**config.mk**
```make
export PLATFORM = sky130hd
export DESIGN_NAME = axi_demux_top
export DESIGN_NICKNAME = d
export VERILOG_FILES = /design/src/verilog/axi_demux_pkg.sv /design/src/verilog/axi_demux_top.sv /design/src/verilog/axi_demux_read_ctrl.sv /design/src/verilog/axi_demux_write_ctrl.sv /design/src/verilog/axi_demux_rr_arb.sv /design/src/verilog/axi_demux_id_counters.sv
export SDC_FILE = /design/constraint.sdc
export NUM_CORES = 1
export LEC_CHECK = 0
export ABC_AREA = 1
export BUFFER_PORTS_ARGS = -buffer_cell sky130_fd_sc_hd__buf_2
export CAP_MARGIN = 20
export CORE_AREA = 3 3 226 228
export DETAILED_ROUTE_END_ITERATION = 10
export DIE_AREA = 0 0 229 231
export GPL_ROUTABILITY_DRIVEN = 0
export SETUP_SLACK_MARGIN = 0.3
export SLEW_MARGIN = 20
export SYNTH_ARGS = -nofsm -noshare
export SYNTH_HDL_FRONTEND = slang
export SYNTH_SLANG_ARGS = --single-unit
export TNS_END_PERCENT = 1
```
**constraint.sdc**
```tcl
create_clock -name clk_i -period 4 [get_ports clk_i]
set_clock_uncertainty 0.1 [all_clocks]
set_input_delay 0.6 -clock clk_i [delete_from_list [all_inputs] [get_ports clk_i]]
set_output_delay 0.6 -clock clk_i [all_outputs]
set_load 0.005 [all_outputs]
```
**src/verilog/axi_demux_pkg.sv**
```systemverilog
// ------------------------------------------------
// axi widths, channel structs, request and response
// bundles and the master-port select type
// ------------------------------------------------
`default_nettype none

package axi_demux_pkg;

  // ------------------------------------------------
  // widths
  // ------------------------------------------------
  localparam int unsigned ID_WIDTH      = 4;
  localparam int unsigned ADDR_WIDTH    = 16;
  localparam int unsigned DATA_WIDTH    = 32;
  localparam int unsigned LEN_WIDTH     = 8;
  // upper limit on the number of master ports
  localparam int unsigned MAX_MST_PORTS = 4;
  localparam int unsigned SEL_WIDTH     = $clog2(MAX_MST_PORTS);

  // master-port index
  typedef logic [SEL_WIDTH-1:0] sel_t;

  // ------------------------------------------------
  // channel payloads
  // ------------------------------------------------
  typedef struct packed {
    logic [ID_WIDTH-1:0]   id;
    logic [ADDR_WIDTH-1:0] addr;
    logic [LEN_WIDTH-1:0]  len;
  } aw_chan_t;

  // read address uses the write address layout
  typedef aw_chan_t ar_chan_t;

  typedef struct packed {
    logic [DATA_WIDTH-1:0] data;
    logic                  last;
  } w_chan_t;

  typedef struct packed {
    logic [ID_WIDTH-1:0] id;
    logic [1:0]          resp;
  } b_chan_t;

  typedef struct packed {
    logic [ID_WIDTH-1:0]   id;
    logic [DATA_WIDTH-1:0] data;
    logic [1:0]            resp;
    logic                  last;
  } r_chan_t;

  // ------------------------------------------------
  // port bundles
  // ------------------------------------------------
  // manager to subordinate direction
  typedef struct packed {
    aw_chan_t aw;
    logic     aw_valid;
    w_chan_t  w;
    logic     w_valid;
    logic     b_ready;
    ar_chan_t ar;
    logic     ar_valid;
    logic     r_ready;
  } axi_req_t;

  // subordinate to manager direction
  typedef struct packed {
    logic     aw_ready;
    logic     w_ready;
    b_chan_t  b;
    logic     b_valid;
    logic     ar_ready;
    r_chan_t  r;
    logic     r_valid;
  } axi_resp_t;

endpackage

`default_nettype wire
```
**src/verilog/axi_demux_top.sv**
```systemverilog
// ------------------------------------------------
// axi one-to-many demux, top level wiring of the
// channel control, id counters and response arbiters
// ------------------------------------------------
`timescale 1ns/1ns
`default_nettype none

module axi_demux_top #(
  parameter int unsigned NumMstPorts = 3,
  parameter int unsigned IdLookBits  = 2,
  parameter int unsigned CntWidth    = 3
) (
  input  logic                     clk_i,
  input  logic                     rst_n_i,
  // slave port
  input  axi_demux_pkg::axi_req_t  slv_req_i,
  input  axi_demux_pkg::sel_t      slv_aw_select_i,
  input  axi_demux_pkg::sel_t      slv_ar_select_i,
  output axi_demux_pkg::axi_resp_t slv_resp_o,
  // master ports
  output axi_demux_pkg::axi_req_t  mst_reqs_o [NumMstPorts],
  input  axi_demux_pkg::axi_resp_t mst_resps_i [NumMstPorts]
);
  import axi_demux_pkg::*;

  // per-port handshake vectors
  logic [NumMstPorts-1:0] mst_aw_valid, mst_aw_ready;
  logic [NumMstPorts-1:0] mst_w_valid, mst_w_ready;
  logic [NumMstPorts-1:0] mst_ar_valid, mst_ar_ready;
  logic [NumMstPorts-1:0] mst_b_valid, mst_b_ready;
  logic [NumMstPorts-1:0] mst_r_valid, mst_r_ready;
  b_chan_t                mst_b [NumMstPorts];
  r_chan_t                mst_r [NumMstPorts];

  // id counter lookups
  sel_t aw_lookup_sel, ar_lookup_sel;
  logic aw_occupied, ar_occupied;
  logic aw_cnt_full, ar_cnt_full;
  logic aw_push, ar_push;

  // merged responses toward the slave
  b_chan_t slv_b;
  r_chan_t slv_r;
  logic    slv_b_valid, slv_r_valid;

  // ------------------------------------------------
  // write path
  // ------------------------------------------------
  axi_demux_write_ctrl #(
    .NumMstPorts ( NumMstPorts ),
    .CntWidth    ( CntWidth    )
  ) write_ctrl_inst (
    .clk_i             ( clk_i                  ),
    .rst_n_i           ( rst_n_i                ),
    .slv_aw_valid_i    ( slv_req_i.aw_valid     ),
    .slv_aw_select_i   ( slv_aw_select_i        ),
    .slv_aw_ready_o    ( slv_resp_o.aw_ready    ),
    .mst_aw_valid_o    ( mst_aw_valid           ),
    .mst_aw_ready_i    ( mst_aw_ready           ),
    .aw_push_o         ( aw_push                ),
    .slv_w_i           ( slv_req_i.w            ),
    .slv_w_valid_i     ( slv_req_i.w_valid      ),
    .slv_w_ready_o     ( slv_resp_o.w_ready     ),
    .mst_w_valid_o     ( mst_w_valid            ),
    .mst_w_ready_i     ( mst_w_ready            ),
    .lookup_select_i   ( aw_lookup_sel          ),
    .lookup_occupied_i ( aw_occupied            ),
    .cnt_full_i        ( aw_cnt_full            )
  );

  // b pops the write counters once the slave takes it
  axi_demux_id_counters #(
    .IdLookBits ( IdLookBits ),
    .CntWidth   ( CntWidth   )
  ) aw_id_counters_inst (
    .clk_i             ( clk_i                                   ),
    .rst_n_i           ( rst_n_i                                 ),
    .lookup_id_i       ( slv_req_i.aw.id[IdLookBits-1:0]         ),
    .push_id_i         ( slv_req_i.aw.id[IdLookBits-1:0]         ),
    .pop_id_i          ( slv_b.id[IdLookBits-1:0]                ),
    .push_select_i     ( slv_aw_select_i                         ),
    .push_i            ( aw_push                                 ),
    .pop_i             ( slv_b_valid & slv_req_i.b_ready         ),
    .lookup_select_o   ( aw_lookup_sel                           ),
    .lookup_occupied_o ( aw_occupied                             ),
    .full_o            ( aw_cnt_full                             )
  );

  axi_demux_rr_arb #(
    .NumIn     ( NumMstPorts ),
    .payload_t ( b_chan_t    )
  ) b_arb_inst (
    .clk_i   ( clk_i             ),
    .rst_n_i ( rst_n_i           ),
    .req_i   ( mst_b_valid       ),
    .data_i  ( mst_b             ),
    .gnt_o   ( mst_b_ready       ),
    .req_o   ( slv_b_valid       ),
    .data_o  ( slv_b             ),
    .gnt_i   ( slv_req_i.b_ready )
  );

  // ------------------------------------------------
  // read path
  // ------------------------------------------------
  axi_demux_read_ctrl #(
    .NumMstPorts ( NumMstPorts )
  ) read_ctrl_inst (
    .clk_i             ( clk_i               ),
    .rst_n_i           ( rst_n_i             ),
    .slv_ar_valid_i    ( slv_req_i.ar_valid  ),
    .slv_ar_select_i   ( slv_ar_select_i     ),
    .mst_ar_ready_i    ( mst_ar_ready        ),
    .lookup_select_i   ( ar_lookup_sel       ),
    .lookup_occupied_i ( ar_occupied         ),
    .cnt_full_i        ( ar_cnt_full         ),
    .slv_ar_ready_o    ( slv_resp_o.ar_ready ),
    .mst_ar_valid_o    ( mst_ar_valid        ),
    .ar_push_o         ( ar_push             )
  );

  // only the last beat of a read burst pops
  axi_demux_id_counters #(
    .IdLookBits ( IdLookBits ),
    .CntWidth   ( CntWidth   )
  ) ar_id_counters_inst (
    .clk_i             ( clk_i                                      ),
    .rst_n_i           ( rst_n_i                                    ),
    .lookup_id_i       ( slv_req_i.ar.id[IdLookBits-1:0]            ),
    .push_id_i         ( slv_req_i.ar.id[IdLookBits-1:0]            ),
    .pop_id_i          ( slv_r.id[IdLookBits-1:0]                   ),
    .push_select_i     ( slv_ar_select_i                            ),
    .push_i            ( ar_push                                    ),
    .pop_i             ( slv_r_valid & slv_req_i.r_ready & slv_r.last ),
    .lookup_select_o   ( ar_lookup_sel                              ),
    .lookup_occupied_o ( ar_occupied                                ),
    .full_o            ( ar_cnt_full                                )
  );

  axi_demux_rr_arb #(
    .NumIn     ( NumMstPorts ),
    .payload_t ( r_chan_t    )
  ) r_arb_inst (
    .clk_i   ( clk_i             ),
    .rst_n_i ( rst_n_i           ),
    .req_i   ( mst_r_valid       ),
    .data_i  ( mst_r             ),
    .gnt_o   ( mst_r_ready       ),
    .req_o   ( slv_r_valid       ),
    .data_o  ( slv_r             ),
    .gnt_i   ( slv_req_i.r_ready )
  );

  assign slv_resp_o.b       = slv_b;
  assign slv_resp_o.b_valid = slv_b_valid;
  assign slv_resp_o.r       = slv_r;
  assign slv_resp_o.r_valid = slv_r_valid;

  // ------------------------------------------------
  // per-port bundles
  // ------------------------------------------------
  for (genvar i = 0; i < NumMstPorts; i++) begin : gen_port
    // payloads fan out to every port, valids are steered
    assign mst_reqs_o[i].aw       = slv_req_i.aw;
    assign mst_reqs_o[i].aw_valid = mst_aw_valid[i];
    assign mst_reqs_o[i].w        = slv_req_i.w;
    assign mst_reqs_o[i].w_valid  = mst_w_valid[i];
    assign mst_reqs_o[i].b_ready  = mst_b_ready[i];
    assign mst_reqs_o[i].ar       = slv_req_i.ar;
    assign mst_reqs_o[i].ar_valid = mst_ar_valid[i];
    assign mst_reqs_o[i].r_ready  = mst_r_ready[i];
    // unpack the response side
    assign mst_aw_ready[i] = mst_resps_i[i].aw_ready;
    assign mst_w_ready[i]  = mst_resps_i[i].w_ready;
    assign mst_ar_ready[i] = mst_resps_i[i].ar_ready;
    assign mst_b_valid[i]  = mst_resps_i[i].b_valid;
    assign mst_b[i]        = mst_resps_i[i].b;
    assign mst_r_valid[i]  = mst_resps_i[i].r_valid;
    assign mst_r[i]        = mst_resps_i[i].r;
  end

endmodule

`default_nettype wire

```
**src/verilog/axi_demux_read_ctrl.sv**
```systemverilog
// ------------------------------------------------
// ar admission and valid lock
// ------------------------------------------------
`timescale 1ns/1ns
`default_nettype none

module axi_demux_read_ctrl #(
  parameter int unsigned NumMstPorts = 3
) (
  input  logic                   clk_i,
  input  logic                   rst_n_i,
  input  logic                   slv_ar_valid_i,
  input  axi_demux_pkg::sel_t    slv_ar_select_i,
  input  logic [NumMstPorts-1:0] mst_ar_ready_i,
  // ar id counter lookup
  input  axi_demux_pkg::sel_t    lookup_select_i,
  input  logic                   lookup_occupied_i,
  input  logic                   cnt_full_i,
  output logic                   slv_ar_ready_o,
  output logic [NumMstPorts-1:0] mst_ar_valid_o,
  output logic                   ar_push_o
);
  import axi_demux_pkg::*;

  logic lock_q;
  logic ar_admit;
  logic ar_valid;
  logic ar_ready_sel;

  // same id stays on one port while in flight
  assign ar_admit = slv_ar_valid_i && !cnt_full_i &&
                    (!lookup_occupied_i || (lookup_select_i == slv_ar_select_i));

  assign ar_valid       = lock_q | ar_admit;
  assign slv_ar_ready_o = ar_valid & ar_ready_sel;
  // reads count only once the master takes the beat
  assign ar_push_o      = ar_valid & ar_ready_sel;

  // only the selected port sees valid
  always_comb begin
    ar_ready_sel   = 1'b0;
    mst_ar_valid_o = '0;
    for (int i = 0; i < NumMstPorts; i++) begin
      if (slv_ar_select_i == sel_t'(i)) begin
        ar_ready_sel      = mst_ar_ready_i[i];
        mst_ar_valid_o[i] = ar_valid;
      end
    end
  end

  // hold valid through counter changes while stalled
  always_ff @(posedge clk_i or negedge rst_n_i) begin
    if (!rst_n_i) begin
      lock_q <= 1'b0;
    end else if (lock_q && ar_ready_sel) begin
      lock_q <= 1'b0;
    end else if (ar_admit && !lock_q && !ar_ready_sel) begin
      lock_q <= 1'b1;
    end
  end

endmodule

`default_nettype wire

```
**src/verilog/axi_demux_write_ctrl.sv**
```systemverilog
// ------------------------------------------------
// aw admission with valid lock, open-w counter and
// w steering toward the stored target port
// ------------------------------------------------
`timescale 1ns/1ns
`default_nettype none

module axi_demux_write_ctrl #(
  parameter int unsigned NumMstPorts = 3,
  parameter int unsigned CntWidth    = 3
) (
  input  logic                   clk_i,
  input  logic                   rst_n_i,
  // aw channel
  input  logic                   slv_aw_valid_i,
  input  axi_demux_pkg::sel_t    slv_aw_select_i,
  output logic                   slv_aw_ready_o,
  output logic [NumMstPorts-1:0] mst_aw_valid_o,
  input  logic [NumMstPorts-1:0] mst_aw_ready_i,
  output logic                   aw_push_o,
  // w channel
  input  axi_demux_pkg::w_chan_t slv_w_i,
  input  logic                   slv_w_valid_i,
  output logic                   slv_w_ready_o,
  output logic [NumMstPorts-1:0] mst_w_valid_o,
  input  logic [NumMstPorts-1:0] mst_w_ready_i,
  // aw id counter lookup
  input  axi_demux_pkg::sel_t    lookup_select_i,
  input  logic                   lookup_occupied_i,
  input  logic                   cnt_full_i
);
  import axi_demux_pkg::*;

  logic                lock_q;
  logic [CntWidth-1:0] w_open_q;
  sel_t                w_select_q;
  sel_t                w_select;
  logic                w_select_valid;
  logic                w_pop;
  logic                aw_admit;
  logic                aw_valid;
  logic                aw_ready_sel;

  // ------------------------------------------------
  // aw admission
  // ------------------------------------------------
  // open w bursts must all go to the same port, and
  // an id already in flight must stay on its port
  assign aw_admit = slv_aw_valid_i && !(&w_open_q) && !cnt_full_i &&
                    ((w_open_q == '0) || (w_select_q == slv_aw_select_i)) &&
                    (!lookup_occupied_i || (lookup_select_i == slv_aw_select_i));

  // the lock keeps valid up until the master takes it
  assign aw_valid       = lock_q | aw_admit;
  // push happens once, on the first cycle of valid
  assign aw_push_o      = aw_admit & ~lock_q;
  assign slv_aw_ready_o = aw_valid & aw_ready_sel;

  always_comb begin
    aw_ready_sel   = 1'b0;
    mst_aw_valid_o = '0;
    for (int i = 0; i < NumMstPorts; i++) begin
      if (slv_aw_select_i == sel_t'(i)) begin
        aw_ready_sel      = mst_aw_ready_i[i];
        mst_aw_valid_o[i] = aw_valid;
      end
    end
  end

  // ------------------------------------------------
  // w steering
  // ------------------------------------------------
  // target pushed this cycle is usable right away
  assign w_select       = (w_open_q != '0) ? w_select_q : slv_aw_select_i;
  assign w_select_valid = aw_push_o | (w_open_q != '0);

  always_comb begin
    mst_w_valid_o = '0;
    slv_w_ready_o = 1'b0;
    w_pop         = 1'b0;
    for (int i = 0; i < NumMstPorts; i++) begin
      if (w_select_valid && (w_select == sel_t'(i))) begin
        mst_w_valid_o[i] = slv_w_valid_i;
        slv_w_ready_o    = mst_w_ready_i[i];
        // burst closes on an accepted last beat
        w_pop            = slv_w_valid_i & mst_w_ready_i[i] & slv_w_i.last;
      end
    end
  end

  always_ff @(posedge clk_i or negedge rst_n_i) begin
    if (!rst_n_i) begin
      lock_q     <= 1'b0;
      w_open_q   <= '0;
      w_select_q <= '0;
    end else begin
      // lock on a stalled first cycle, release on handshake
      if (lock_q && aw_ready_sel) begin
        lock_q <= 1'b0;
      end else if (aw_push_o && !aw_ready_sel) begin
        lock_q <= 1'b1;
      end
      // open-w count, push and pop cancel
      if (aw_push_o && !w_pop) begin
        w_open_q <= w_open_q + CntWidth'(1);
      end else if (w_pop && !aw_push_o) begin
        w_open_q <= w_open_q - CntWidth'(1);
      end
      if (aw_push_o) begin
        w_select_q <= slv_aw_select_i;
      end
    end
  end

endmodule

`default_nettype wire

```
**src/verilog/axi_demux_rr_arb.sv**
```systemverilog
// ------------------------------------------------
// round-robin valid/ready arbiter with grant hold
// ------------------------------------------------
`timescale 1ns/1ns
`default_nettype none

module axi_demux_rr_arb #(
  parameter int unsigned NumIn     = 3,
  parameter type         payload_t = logic
) (
  input  logic             clk_i,
  input  logic             rst_n_i,
  // inbound side
  input  logic [NumIn-1:0] req_i,
  input  payload_t         data_i [NumIn],
  output logic [NumIn-1:0] gnt_o,
  // outbound side
  output logic             req_o,
  output payload_t         data_o,
  input  logic             gnt_i
);

  localparam int unsigned IdxWidth = (NumIn > 1) ? $clog2(NumIn) : 1;

  logic [IdxWidth-1:0] last_q;
  logic [IdxWidth-1:0] hold_idx_q;
  logic [IdxWidth-1:0] rr_idx;
  logic [IdxWidth-1:0] sel_idx;
  logic                hold_q;

  // search starts one past the last granted input
  always_comb begin
    int unsigned cand;
    logic        found;
    cand   = 0;
    found  = 1'b0;
    rr_idx = last_q;
    for (int unsigned k = 1; k <= NumIn; k++) begin
      cand = (32'(last_q) + k) % NumIn;
      if (!found && req_i[cand]) begin
        found  = 1'b1;
        rr_idx = IdxWidth'(cand);
      end
    end
  end

  // a waiting beat keeps its input until granted
  assign sel_idx = hold_q ? hold_idx_q : rr_idx;
  assign req_o   = req_i[sel_idx];
  assign data_o  = data_i[sel_idx];

  always_comb begin
    gnt_o = '0;
    for (int unsigned i = 0; i < NumIn; i++) begin
      gnt_o[i] = gnt_i && (sel_idx == IdxWidth'(i));
    end
  end

  always_ff @(posedge clk_i or negedge rst_n_i) begin
    if (!rst_n_i) begin
      // first search begins at input 0
      last_q     <= IdxWidth'(NumIn - 1);
      hold_q     <= 1'b0;
      hold_idx_q <= '0;
    end else begin
      hold_q     <= req_o & ~gnt_i;
      hold_idx_q <= sel_idx;
      if (req_o && gnt_i) begin
        last_q <= sel_idx;
      end
    end
  end

endmodule

`default_nettype wire

```
**src/verilog/axi_demux_id_counters.sv**
```systemverilog
// ------------------------------------------------
// in-flight counters and remembered ports per low id
// ------------------------------------------------
`timescale 1ns/1ns
`default_nettype none

module axi_demux_id_counters #(
  parameter int unsigned IdLookBits = 2,
  parameter int unsigned CntWidth   = 3
) (
  input  logic                  clk_i,
  input  logic                  rst_n_i,
  input  logic [IdLookBits-1:0] lookup_id_i,
  input  logic [IdLookBits-1:0] push_id_i,
  input  logic [IdLookBits-1:0] pop_id_i,
  input  axi_demux_pkg::sel_t   push_select_i,
  input  logic                  push_i,
  input  logic                  pop_i,
  output axi_demux_pkg::sel_t   lookup_select_o,
  output logic                  lookup_occupied_o,
  output logic                  full_o
);
  import axi_demux_pkg::*;

  // one entry per value of the low id bits
  localparam int unsigned NumCnt = 2 ** IdLookBits;

  logic [CntWidth-1:0] cnt_q [NumCnt];
  sel_t                sel_q [NumCnt];
  logic [NumCnt-1:0]   cnt_full;

  // lookup of the entry for the id at the slave port
  assign lookup_select_o   = sel_q[lookup_id_i];
  assign lookup_occupied_o = (cnt_q[lookup_id_i] != '0);
  // any saturated counter blocks new pushes
  assign full_o            = |cnt_full;

  for (genvar i = 0; i < NumCnt; i++) begin : gen_cnt
    logic push_en;
    logic pop_en;

    assign push_en     = push_i && (push_id_i == IdLookBits'(i));
    assign pop_en      = pop_i && (pop_id_i == IdLookBits'(i));
    assign cnt_full[i] = &cnt_q[i];

    // up/down count, push and pop on one entry cancel
    always_ff @(posedge clk_i or negedge rst_n_i) begin
      if (!rst_n_i) begin
        cnt_q[i] <= '0;
      end else if (push_en && !pop_en) begin
        cnt_q[i] <= cnt_q[i] + CntWidth'(1);
      end else if (pop_en && !push_en) begin
        cnt_q[i] <= cnt_q[i] - CntWidth'(1);
      end
    end

    // port of the latest push, only read while occupied
    always_ff @(posedge clk_i) begin
      if (push_en) begin
        sel_q[i] <= push_select_i;
      end
    end
  end

endmodule

`default_nettype wire

```
==> impl_metrics.py <==
metrics = {
    "clock_tree": {
        "h-tree-depth": 3,
        "numCtsBuffers": 9,
        "clkSinkCount": 57,
        "cts_tree": "built",
        "clk_pin_slew_worst_paths_ps": 50,
        "clk_path_buf_depth": 2,
        "cts_root_buf": "clkbuf_16",
        "clk_latency_ps": 320,
    },
    "finish": {
        "drive_gt1_frac": 0.335,
        "multi_input_area_um2": 2900,
        "antenna_cells": 0,
        "utilization": 0.146,
        "design_area_um2": 7140,
        "nets": 1213,
        "fill_cells": 5717,
        "areaGrowthSynthToFinish_pct": 5.32,
        "final_common_cell": "buf_2",
        "register_area_um2": 1510,
        "final_cells": 1609,
        "final_cell_mix": "buf_2, nand2_1, nand3_1",
    },
    "timing": {
        "fmax_mhz": 285,
        "post-route-period-util": 0.877,
        "slew_viol_final": 0,
        "rsz0062_at_grt": "true",
        "setup_tns_ps": 0,
        "final-setup-viol-count": 0,
        "relSlewSlack": 0.653,
        "min_period_ps": 3510,
        "tightest_slew_ps": 517,
        "finalHoldViolCount": 0,
    },
    "floorplanning": {
        "die_area_um2": 52900,
        "start_util": 0.138,
        "die_w_um": 229,
        "coreArea_um2": 49100,
        "core.rowCount": 81,
        "die_height_um": 231,
        "ios": 582,
    },
    "power_and_ir_drop": {
        "peakVddDrop_v": 0.000478,
        "p_int_mw": 3.12,
        "p_leak_nw": 3.51,
        "seq_power_share": 0.167,
        "power.share.clock": 0.116,
        "combPwrFrac": 0.717,
        "swShare": 0.510,
        "power.density_nw_per_um2": 892,
        "p_sw_mw": 3.25,
        "power_mw": 6.37,
    },
    "synthesis": {
        "synth.area.top_cells": "buf_4, dfrtp_1, nand2_1",
        "ys_warn_count": 0,
        "synth_top_area_share": 0.305,
        "synth_top_area_cell": "buf_4",
        "syn_nets": 1227,
        "seq_area_frac_synth": 0.223,
        "ys_types": 39,
        "synth_area_um2": 6780,
        "synthCells": 954,
        "ys.flop_type": "dfrtp_1",
        "synth_edf_count": 16,
        "ys_ff_latch": 57,
        "postSynthAreaPerCell_um2": 7.10,
        "synthArstFlopShare": 0.719,
    },
    "critical_path": {
        "crit_path_end_kind": "output port",
        "start_kind": "flop",
        "crit_type": "reg -> out",
        "r2r-start": "b_arb_inst.last_q[1]$_DFFE_PN1P_",
        "r2r_end": "aw_id_counters_inst.cnt_q[7]$_DFFE_PN0P_",
        "reg2reg_slack_ps": 500,
        "critPathMaxFanout": 36,
        "crit_required_ps": 3300,
        "rr_worst_depth": 19,
        "worstPathArrival_ps": 2810,
    },
    "grt": {
        "grt_pass1_wl_mm": 28.4,
        "grt_max_degree": 37,
        "grt_remaining_overflow": 0,
        "grt.total_usage": 0.0683,
        "grt_pass1_vias": 5188,
        "antenna_found_initial": 2,
    },
    "outcome": {
        "status": "finished clean",
    },
    "routing": {
        "vias_per_cell": 3.45,
        "drt.antenna.violating_nets": 0,
        "vias": 5550,
        "wl_mm": 19.3,
        "dr.first_iter.drc_count": 291,
        "post_drt_wl_per_cell_um": 12.0,
        "drc_errors": 0,
        "dr.pass1.iters": 5,
    },
    "placement": {
        "dpl_cell_area_um2": 6800,
        "dp_cells": 1591,
        "place_hpwl_mm": 16.1,
        "io_buffer_count": 245,
    },
    "worst_hold_path": {
        "hold_class": "in -> async",
    },
    "job": {
        "drv_cap": 0,
    },
}
per-stage QoR:
stage / hold WS (ps) / setup WS (ps)
2_1_floorplan: 204 / 812
3_3_place_gp: 379 / 488
3_5_place_dp: 379 / 513
4_1_cts: 112 / 344
5_1_grt: 136 / 241
6_report: 106 / 491
worst max-delay path, stage by stage (launching register included):
cell and delay [ps]:
dfstp_2 550, ha_1 280, inv_2 100, nand2_1 70
nand3_1 80, nand2_2 80, nand3_1 90, nor2_1 50
nor2_2 120, nand2_4 100, nand2_4 180, nand2_2 110
inv_6 240, nand2_1 150, nand3_1 130, buf_2 130
state kept, by name, indices dropped and copies added (netlist names):
signal and flops:
b_arb_inst.hold_idx_q 2, aw_id_counters_inst.sel_q 8, b_arb_inst.hold_q 1, write_ctrl_inst.w_open_q 3, write_ctrl_inst.lock_q 1, r_arb_inst.last_q 2, read_ctrl_inst.lock_q 1, aw_id_counters_inst.cnt_q 12
r_arb_inst.hold_idx_q 2, ar_id_counters_inst.cnt_q 12, ar_id_counters_inst.sel_q 8, r_arb_inst.hold_q 1, write_ctrl_inst.w_select_q 2, b_arb_inst.last_q 2
timing repair:
action	CTS	global route
gates resized for setup	0	15
buffers inserted	0	1
endpoints found under the setup margin	0	53
hold buffers	0	0
cell type report:
cell class	count	area share
sequential	57	0.211
tap	664	0.116
timing repair buffer	259	0.188
clock buffer	11	0.0326
multi-input combinational	540	0.406
clock inverter	5	0.00684
inverter	73	0.0391
power by group through the flow:
stage / clock network, mW / logic (mW) / registers, mW
2_1_floorplan: 0 / 3.26 / 1.02
3_3_place_gp: 0 / 4.49 / 1.07
3_5_place_dp: 0 / 4.50 / 1.07
4_1_cts: 0.771 / 4.51 / 1.06
5_1_grt: 0.800 / 5.21 / 1.11
6_report: 0.739 / 4.57 / 1.06
metal layers:
metal  GRT usage  wire (um)  up-vias
met1      0.0745       7370     2390
met5           0         27        -
li1            -          -     2756
met2       0.112       8950      310
met3      0.0301       2020       90
met4      0.0359        896        4
cells in the mapped netlist, types with 7 or more instances:
cell type / n
fa_1: 9
nand2_2: 8
mux2_2: 9
nand4_1: 14
dfrtp_1: 39
nand2_1: 237
inv_1: 67
a21oi_1: 11
o31ai_1: 7
nor3_1: 15
o21ai_0: 16
nor2_1: 47
buf_4: 275
xnor2_1: 20
nand3_1: 104
ha_1: 14
edfxtp_1: 16
how the worst max path moves through the flow:
stage	from	end	slack, ps	cells after the start
global route	r_arb_inst.last_q[0]$_DFFE_PN0P_	slv_resp_o[27]	240	17
floorplan	r_arb_inst.last_q[1]$_DFFE_PN1P_	ar_id_counters_inst.cnt_q[10]$_DFFE_PN0P_	810	20
CTS	r_arb_inst.last_q[1]$_DFFE_PN1P_	slv_resp_o[27]	340	16
finish	r_arb_inst.last_q[1]$_DFFE_PN1P_	slv_resp_o[2]	490	15
detailed placement	r_arb_inst.last_q[1]$_DFFE_PN1P_	ar_id_counters_inst.cnt_q[10]$_DFFE_PN0P_	510	19
global placement	r_arb_inst.last_q[1]$_DFFE_PN1P_	ar_id_counters_inst.cnt_q[11]$_DFFE_PN0P_	490	19
cell families (layout without fill, tap and decap cells):
group | Yosys count | after routing | synth area share
buffers and inverters | 358 | 348 | 0.356
XOR/XNOR | 22 | 22 | 0.0284
AND/OR/NAND/NOR | 438 | 439 | 0.285
AO/OA/AOI/OAI | 47 | 47 | 0.0408
multiplexers | 9 | 9 | 0.0150
flip-flops | 57 | 57 | 0.223
adder cells (fa/ha/maj) | 23 | 23 | 0.0524
(Power assumes the default switching activity.)
